--- src/common/mem_msg_pkg.sv ---
`default_nettype none

package mem_msg_pkg;

  // processor side
  localparam int word_bits = 32;
  localparam int addr_bits = 32;

  // memory side moves whole lines
  localparam int line_bits = 512;
  localparam int line_bytes = line_bits / 8;

  // memory port address counts lines, not bytes
  localparam int line_addr_bits = addr_bits - $clog2(line_bytes);

  typedef enum logic {
    mem_read  = 1'b0,
    mem_write = 1'b1
  } mem_op_e;

  // one registered processor request, 65 bits
  typedef struct packed {
    mem_op_e               op;
    logic [addr_bits-1:0]  addr;  // byte address
    logic [word_bits-1:0]  data;  // store data, ignored on reads
  } cpu_req_t;

endpackage

`default_nettype wire

--- src/common/cache_pkg.sv ---
`default_nettype none

package cache_pkg;

  // 16 words of 32 bits per line
  localparam int words_per_line = mem_msg_pkg::line_bits / mem_msg_pkg::word_bits;
  localparam int word_off_bits = $clog2(words_per_line);
  localparam int byte_off_bits = $clog2(mem_msg_pkg::word_bits / 8);

  // low address bits inside one line
  localparam int line_off_bits = word_off_bits + byte_off_bits;

  typedef enum logic [2:0] {
    s_idle,
    s_lookup,
    s_writeback,    // dirty victim sent, waiting for ack
    s_refill_req,
    s_refill_wait,
    s_flush_scan,
    s_flush_wb
  } ctrl_state_e;

endpackage

`default_nettype wire

--- src/common/cache_array_if.sv ---
`default_nettype none

interface cache_array_if #(
  parameter int num_lines = 32
);

  localparam int index_bits = $clog2(num_lines);
  localparam int tag_bits = mem_msg_pkg::addr_bits - cache_pkg::line_off_bits - index_bits;

  // driven by the controller
  logic [index_bits-1:0]                 index;
  logic [tag_bits-1:0]                   tag;
  logic [cache_pkg::word_off_bits-1:0]   word_sel;
  logic                                  wr_word;     // store hit
  logic                                  wr_line;     // refill
  logic [mem_msg_pkg::word_bits-1:0]     wdata_word;
  logic [mem_msg_pkg::line_bits-1:0]     wdata_line;
  logic                                  set_dirty;
  logic                                  clr_dirty;
  logic                                  invalidate_all;

  // lookup results, combinational on index
  logic                                  hit;
  logic                                  dirty;
  logic [tag_bits-1:0]                   victim_tag;
  logic [mem_msg_pkg::line_bits-1:0]     rline;
  logic [mem_msg_pkg::word_bits-1:0]     rword;

  modport ctrl (
    output index, tag, word_sel, wr_word, wr_line, wdata_word, wdata_line,
    output set_dirty, clr_dirty, invalidate_all,
    input  hit, dirty, victim_tag, rline, rword
  );

  modport tags (
    input  index, tag, wr_line, set_dirty, clr_dirty, invalidate_all,
    output hit, dirty, victim_tag
  );

  modport data (
    input  index, word_sel, wr_word, wr_line, wdata_word, wdata_line,
    output rline, rword
  );

endinterface

`default_nettype wire

--- src/cache/cache_ctrl.sv ---
`default_nettype none

module cache_ctrl #(
  parameter int num_lines = 32
) (
  input  wire logic                                   clk,
  input  wire logic                                   reset,
  input  wire logic                                   req_en,
  input  wire mem_msg_pkg::cpu_req_t                  req,
  input  wire logic                                   flush,
  input  wire logic                                   mem_resp_en,
  input  wire logic [mem_msg_pkg::line_bits-1:0]      mem_resp_line,
  output logic                                        busy,
  output logic                                        resp_en,
  output logic [mem_msg_pkg::word_bits-1:0]           resp_data,
  output logic                                        flush_done,
  output logic                                        mem_req_en,
  output logic                                        mem_req_write,
  output logic [mem_msg_pkg::line_addr_bits-1:0]      mem_req_addr,
  cache_array_if.ctrl                                 arr
);

  localparam int index_bits = $clog2(num_lines);
  localparam int tag_bits = mem_msg_pkg::addr_bits - cache_pkg::line_off_bits - index_bits;

  cache_pkg::ctrl_state_e               state;
  mem_msg_pkg::cpu_req_t                req_q;
  logic [index_bits-1:0]                flush_idx;
  logic [tag_bits-1:0]                  req_tag;
  logic [index_bits-1:0]                req_index;
  logic [cache_pkg::word_off_bits-1:0]  req_word;
  logic                                 walking;
  logic                                 flush_last;

  // address split of the registered request
  assign req_tag = req_q.addr[mem_msg_pkg::addr_bits-1 -: tag_bits];
  assign req_index = req_q.addr[cache_pkg::line_off_bits +: index_bits];
  assign req_word = req_q.addr[cache_pkg::byte_off_bits +: cache_pkg::word_off_bits];

  assign walking = (state == cache_pkg::s_flush_scan) || (state == cache_pkg::s_flush_wb);
  assign flush_last = (flush_idx == index_bits'(num_lines - 1));

  // array strobes
  assign arr.index = walking ? flush_idx : req_index;  // flush walks its own counter
  assign arr.tag = req_tag;
  assign arr.word_sel = req_word;
  assign arr.wdata_word = req_q.data;
  assign arr.wdata_line = mem_resp_line;  // refill straight from memory
  assign arr.wr_word = (state == cache_pkg::s_lookup) && arr.hit &&
                       (req_q.op == mem_msg_pkg::mem_write);
  assign arr.set_dirty = arr.wr_word;
  assign arr.wr_line = (state == cache_pkg::s_refill_wait) && mem_resp_en;
  assign arr.clr_dirty = (state == cache_pkg::s_flush_wb) && mem_resp_en;
  assign arr.invalidate_all = (state == cache_pkg::s_flush_scan) && !arr.dirty && flush_last;

  // held through the response and flush_done cycles
  assign busy = (state != cache_pkg::s_idle) || resp_en || flush_done;

  always_ff @(posedge clk) begin
    if (reset) begin
      state <= cache_pkg::s_idle;
      resp_en <= 1'b0;
      flush_done <= 1'b0;
      mem_req_en <= 1'b0;
      mem_req_write <= 1'b0;
      flush_idx <= '0;
    end else begin
      resp_en <= 1'b0;  // pulses by default
      flush_done <= 1'b0;
      mem_req_en <= 1'b0;
      case (state)
        cache_pkg::s_idle: begin
          if (req_en) begin
            state <= cache_pkg::s_lookup;
          end else if (flush) begin
            flush_idx <= '0;
            state <= cache_pkg::s_flush_scan;
          end
        end
        cache_pkg::s_lookup: begin
          if (arr.hit) begin
            resp_en <= 1'b1;
            state <= cache_pkg::s_idle;
          end else if (arr.dirty) begin
            mem_req_en <= 1'b1;  // evict victim first
            mem_req_write <= 1'b1;
            state <= cache_pkg::s_writeback;
          end else begin
            state <= cache_pkg::s_refill_req;  // clean victim, just drop it
          end
        end
        cache_pkg::s_writeback: begin
          if (mem_resp_en) begin
            state <= cache_pkg::s_refill_req;
          end
        end
        cache_pkg::s_refill_req: begin
          mem_req_en <= 1'b1;
          mem_req_write <= 1'b0;
          state <= cache_pkg::s_refill_wait;
        end
        cache_pkg::s_refill_wait: begin
          if (mem_resp_en) begin
            state <= cache_pkg::s_lookup;  // retry, now hits
          end
        end
        cache_pkg::s_flush_scan: begin
          if (arr.dirty) begin
            mem_req_en <= 1'b1;
            mem_req_write <= 1'b1;
            state <= cache_pkg::s_flush_wb;
          end else if (flush_last) begin
            flush_done <= 1'b1;
            state <= cache_pkg::s_idle;
          end else begin
            flush_idx <= flush_idx + 1'b1;
          end
        end
        cache_pkg::s_flush_wb: begin
          // line is clean after the ack, scan sees it again and moves on
          if (mem_resp_en) begin
            state <= cache_pkg::s_flush_scan;
          end
        end
        default: state <= cache_pkg::s_idle;
      endcase
    end
  end

  // payload registers
  always_ff @(posedge clk) begin
    if ((state == cache_pkg::s_idle) && req_en) begin
      req_q <= req;
    end
    if ((state == cache_pkg::s_lookup) && arr.hit) begin
      resp_data <= (req_q.op == mem_msg_pkg::mem_read) ? arr.rword : '0;
    end
    if ((state == cache_pkg::s_lookup) || (state == cache_pkg::s_flush_scan)) begin
      mem_req_addr <= {arr.victim_tag, arr.index};  // write-back target
    end else if (state == cache_pkg::s_refill_req) begin
      mem_req_addr <= {req_tag, req_index};
    end
  end

  a_no_req_while_busy : assert property (
    @(posedge clk) disable iff (reset)
    busy |-> !(req_en || flush)
  ) else $error("request or flush while busy");

  // memory sees one strobe per transfer
  a_mem_req_pulse : assert property (
    @(posedge clk) disable iff (reset)
    mem_req_en |=> !mem_req_en
  ) else $error("mem_req_en held longer than one cycle");

endmodule

`default_nettype wire

--- src/flat_wrapper.sv ---
// flat-port wrapper written by rule: the top's interface ports become plain ports
module cache_ctrl_flat 
#(
  parameter int num_lines = 32
)
  (clk, reset, req_en, req, flush, mem_resp_en, mem_resp_line, busy, resp_en, resp_data, flush_done, mem_req_en, mem_req_write, mem_req_addr, arr_index, arr_tag, arr_word_sel, arr_wr_word, arr_wr_line, arr_wdata_word, arr_wdata_line, arr_set_dirty, arr_clr_dirty, arr_invalidate_all, arr_hit, arr_dirty, arr_victim_tag, arr_rline, arr_rword);
  cache_array_if #(.num_lines(num_lines)) arr_i ();
  input  wire logic clk;
  input  wire logic reset;
  input  wire logic req_en;
  input  wire mem_msg_pkg::cpu_req_t req;
  input  wire logic flush;
  input  wire logic mem_resp_en;
  input  wire logic [mem_msg_pkg::line_bits-1:0] mem_resp_line;
  output logic busy;
  output logic resp_en;
  output logic [mem_msg_pkg::word_bits-1:0] resp_data;
  output logic flush_done;
  output logic mem_req_en;
  output logic mem_req_write;
  output logic [mem_msg_pkg::line_addr_bits-1:0] mem_req_addr;
  output wire logic [$bits(arr_i.index)-1:0] arr_index;
  output wire logic [$bits(arr_i.tag)-1:0] arr_tag;
  output wire logic [$bits(arr_i.word_sel)-1:0] arr_word_sel;
  output wire logic [$bits(arr_i.wr_word)-1:0] arr_wr_word;
  output wire logic [$bits(arr_i.wr_line)-1:0] arr_wr_line;
  output wire logic [$bits(arr_i.wdata_word)-1:0] arr_wdata_word;
  output wire logic [$bits(arr_i.wdata_line)-1:0] arr_wdata_line;
  output wire logic [$bits(arr_i.set_dirty)-1:0] arr_set_dirty;
  output wire logic [$bits(arr_i.clr_dirty)-1:0] arr_clr_dirty;
  output wire logic [$bits(arr_i.invalidate_all)-1:0] arr_invalidate_all;
  input wire logic [$bits(arr_i.hit)-1:0] arr_hit;
  input wire logic [$bits(arr_i.dirty)-1:0] arr_dirty;
  input wire logic [$bits(arr_i.victim_tag)-1:0] arr_victim_tag;
  input wire logic [$bits(arr_i.rline)-1:0] arr_rline;
  input wire logic [$bits(arr_i.rword)-1:0] arr_rword;
  assign arr_index = arr_i.index;
  assign arr_tag = arr_i.tag;
  assign arr_word_sel = arr_i.word_sel;
  assign arr_wr_word = arr_i.wr_word;
  assign arr_wr_line = arr_i.wr_line;
  assign arr_wdata_word = arr_i.wdata_word;
  assign arr_wdata_line = arr_i.wdata_line;
  assign arr_set_dirty = arr_i.set_dirty;
  assign arr_clr_dirty = arr_i.clr_dirty;
  assign arr_invalidate_all = arr_i.invalidate_all;
  assign arr_i.hit = arr_hit;
  assign arr_i.dirty = arr_dirty;
  assign arr_i.victim_tag = arr_victim_tag;
  assign arr_i.rline = arr_rline;
  assign arr_i.rword = arr_rword;
  cache_ctrl #(.num_lines(num_lines)) u_core (.clk(clk), .reset(reset), .req_en(req_en), .req(req), .flush(flush), .mem_resp_en(mem_resp_en), .mem_resp_line(mem_resp_line), .busy(busy), .resp_en(resp_en), .resp_data(resp_data), .flush_done(flush_done), .mem_req_en(mem_req_en), .mem_req_write(mem_req_write), .mem_req_addr(mem_req_addr), .arr(arr_i));
endmodule
--- config.mk ---
export PLATFORM = sky130hd
export DESIGN_NAME = cache_ctrl_flat
export DESIGN_NICKNAME = d
export VERILOG_FILES = /design/src/common/mem_msg_pkg.sv /design/src/common/cache_pkg.sv /design/src/common/cache_array_if.sv /design/src/cache/cache_ctrl.sv /design/src/flat_wrapper.sv
export SDC_FILE = /design/constraint.sdc
export NUM_CORES = 1
export LEC_CHECK = 0
export ABC_CLOCK_PERIOD_IN_PS = 14300
export BUFFER_PORTS_ARGS = -buffer_cell sky130_fd_sc_hd__buf_2
export CORE_AREA = 4 4 693 695
export DETAILED_ROUTE_END_ITERATION = 10
export DIE_AREA = 0 0 697 699
export PLACE_DENSITY = 0.3
export RECOVER_POWER = 25
export SLEW_MARGIN = 40
export SYNTH_ARGS = -nofsm -noshare
export SYNTH_HDL_FRONTEND = slang
export SYNTH_SLANG_ARGS = --single-unit
--- constraint.sdc ---
create_clock -name clk -period 14.3 [get_ports clk]
set_input_delay 1.43 -clock clk [delete_from_list [all_inputs] [get_ports clk]]
set_output_delay 1.43 -clock clk [all_outputs]
set_load 0.01 [all_outputs]
==> flow_summary_export.csv <==
group,metric,value,unit
run_status,status,"complete, but fails checks",
run_status,violations,"max-capacitance violations, max-slew violations",
synthesis,yosys_warnings,0,
clock_network,cts_setup_buffers,0,
global_route,grt_max_degree,38,
layout,fin_area,14700,sq um
sta,finalHoldViolCount,0,
global_route,track_usage,0.0877,
synthesis,synth_cell_types,40,
sta,whs,0.535,ns
sta,drv_slew,30,
global_route,first_global_vias,5462,
sta,setup_viol,0,
synthesis,ys_dominant_reg_cell,"edfxtp_1",
worst_hold_path,hold_path.class,"reg -> reg",
power_and_ir_drop,p_total,1.63,mW
power_and_ir_drop,ir_drop,0.106,mV
layout,final_common_cell,"buf_2",
power_and_ir_drop,p_leak,2.93,nW
global_route,grt_antenna_before_repair,61,
global_route,grt_pass1_wl,236000,um
synthesis,synth-edff-count,121,
sta,maxSlewHeadroom,-0.391,
critical_path,crit_chain,"nand2b_1, nor2_1, clkbuf_1, and2_1, buf_2",
critical_path,crit_path_top_delay_cell,"nor2_1",
floorplanning,dieArea,487000,sq um
power_and_ir_drop,pwr-share-comb,0.312,
synthesis,synth.cell_area,9260,sq um
sta,timing.final.crit_share,0.390,
power_and_ir_drop,pwr-share-seq,0.382,
critical_path,max_stage_delay,1.09,ns
floorplanning,boundaryPins,1791,
clock_network,cts_root_buffer,"clkbuf_16",
sta,fmax,179,MHz
detailed_routing,dr.first_iter.drc_count,391,
power_and_ir_drop,clockPowerShare,0.306,
layout,instances_no_fill,6873,
layout,drive_above_1_share,0.427,
floorplanning,initial_core_util,0.0195,
floorplanning,die_h,699,um
detailed_routing,vias,5524,
critical_path,required,12.87,ns
layout,final_util,0.0309,
sta,worstMarginPinSlew,2.07,ns
detailed_routing,wire_per_inst,32.1,um
sta,rsz0062_at_grt,"false",
floorplanning,rows,253,
power_and_ir_drop,p_int,0.918,mW
critical_path,crit_fanout,19,
placed_design,port_buffers,252,
critical_path,crit_path_end_kind,"output port",
power_and_ir_drop,p_switching,0.714,mW
detailed_routing,drtPass1Iterations,4,
clock_network,holdBufCountCts,0,
placed_design,gp_congestion,0.683,
detailed_routing,drc,0,
synthesis,yosys.area.top_type_share,0.462,
placed_design,pre_cts_slack,10.20,ns
clock_network,path_clk_slew,0.08,ns
power_and_ir_drop,switching_share,0.438,
synthesis,synth_area_leaders,"buf_4, edfxtp_1, nand2_1, dfxtp_1, nor2b_1",
sta,fin_crit,5.57,ns
placed_design,placed_cell_area,14100,sq um
placed_design,dpl.cell_count,6821,
clock_network,clock_latency,0.52,ns
critical_path,critical_path_class,"reg -> out",
synthesis,yosys.area.top_type,"buf_4",
synthesis,ys_seq_elements,133,
clock_network,cts_resized,0,
layout,final_cell_mix,"buf_2, edfxtp_1, nand2_1",
global_route,grt_overflow,0,
sta,tns,0,ns
synthesis,async_flop_share,0,
detailed_routing,ant_nets,0,
placed_design,dp_hpwl,213000,um
power_and_ir_drop,power.density,111,nW/um^2
flow_run,max_cap_violations,2,
floorplanning,die_x,697,um
synthesis,avgSynthCellArea,10.3,sq um
synthesis,ys_seq_area_frac,0.418,
sta,skew,0.0188,ns
clock_network,cts_sinks,133,
clock_network,cts_inserted_buffers,17,
critical_path,cp.arrival,4.14,ns
layout,fin_nets,1744,
clock_network,clockBufferDepth,2,
synthesis,synthCells,899,
detailed_routing,vias_per_cell,0.804,
layout,area_growth,58.3,%
clock_network,cts_tree,"built",
sta,setup_slack,8.73,ns
synthesis,synth_nets,2050,
detailed_routing,finalWirelength,221000,um
floorplanning,core_area,474000,sq um
critical_path,cp-start-kind,"flop",
clock_network,htree_num_levels,4,
[power groups by stage]
stage | logic [mW] | registers (mW) | clock network (mW)
floorplan | 0.365 | 0.618 | 0
global placement | 0.573 | 0.634 | 0
detailed placement | 0.577 | 0.633 | 0
CTS | 0.578 | 0.627 | 0.542
global route | 0.571 | 0.634 | 0.548
finish | 0.509 | 0.623 | 0.500
[cells in the mapped netlist (all sizes together) (5+ instances only)]
cell,instances
mux2,10
nor2,11
o21ai,8
clkbuf,11
nor2b,35
nand2,67
edfxtp,121
buf,576
nand2b,5
nor3,7
a21oi,5
dfxtp,12
[layer usage]
layer / global-route usage / up-vias / wire length (um)
met1: 0.0302 / 2182 / 26700
li1: - / 1746 / -
met4: 0.0223 / 28 / 6940
met2: 0.140 / 1254 / 99100
met3: 0.165 / 314 / 87400
met5: 0.00480 / - / 485
[final cells by class]
cell class              instances  area [sq um]
diodes                         20          50.0
inverters                       1          3.75
multi-input cells             178          1010
fillers                     56200        459000
flip-flops and latches        133          3870
clock buffers                  17           425
well taps                    6247          7820
clock inverters                15           203
repair buffers                262          1280
[flip-flops by register name (all words and copies together), names as in the netlist]
register	cells
u_core.flush_idx	5
u_core.req_q	1
u_core.resp_en	1
u_core.state	3
u_core.flush_done	1
u_core.arr.tag	21
u_core.resp_data	32
u_core.arr.word_sel	4
u_core.mem_req_en	1
u_core.mem_req_addr	26
u_core.mem_req_write	1
u_core.req_index	5
u_core.arr.wdata_word	32
[critical path: cells and delay by family (launching register included)]
family	cells	cell delay, ns
flops	1	0.69
buf+inv	2	1.06
simple gates	3	1.86
[cells by family (layout without fill, tap and decap cells)]
logic type                 count (synthesis)  after routing  synth area share
DFF                                      133            133             0.418
adders and majority gates                  2              2           0.00270
and+or+nand+nor                          140            140            0.0773
buffers and inverters                    588            295             0.471
AOI/OAI and AO/OA                         25             25            0.0170
other                                      0             20                 0
muxes                                     11             11            0.0132
[path summary, 6_finish.rpt]
check,from,endpoint,slack (ns),cells past startpoint
setup / recovery,u_core.state[0],arr_set_dirty,8.73,5
hold reg to reg,u_core.flush_idx[3],u_core.flush_idx[3],0.53,2
hold / removal,u_core.flush_idx[3],u_core.flush_idx[3],0.53,2
setup reg to reg,u_core.state[0],u_core.mem_req_addr[1],10.10,2
Power figures use the tool's default switching activity.
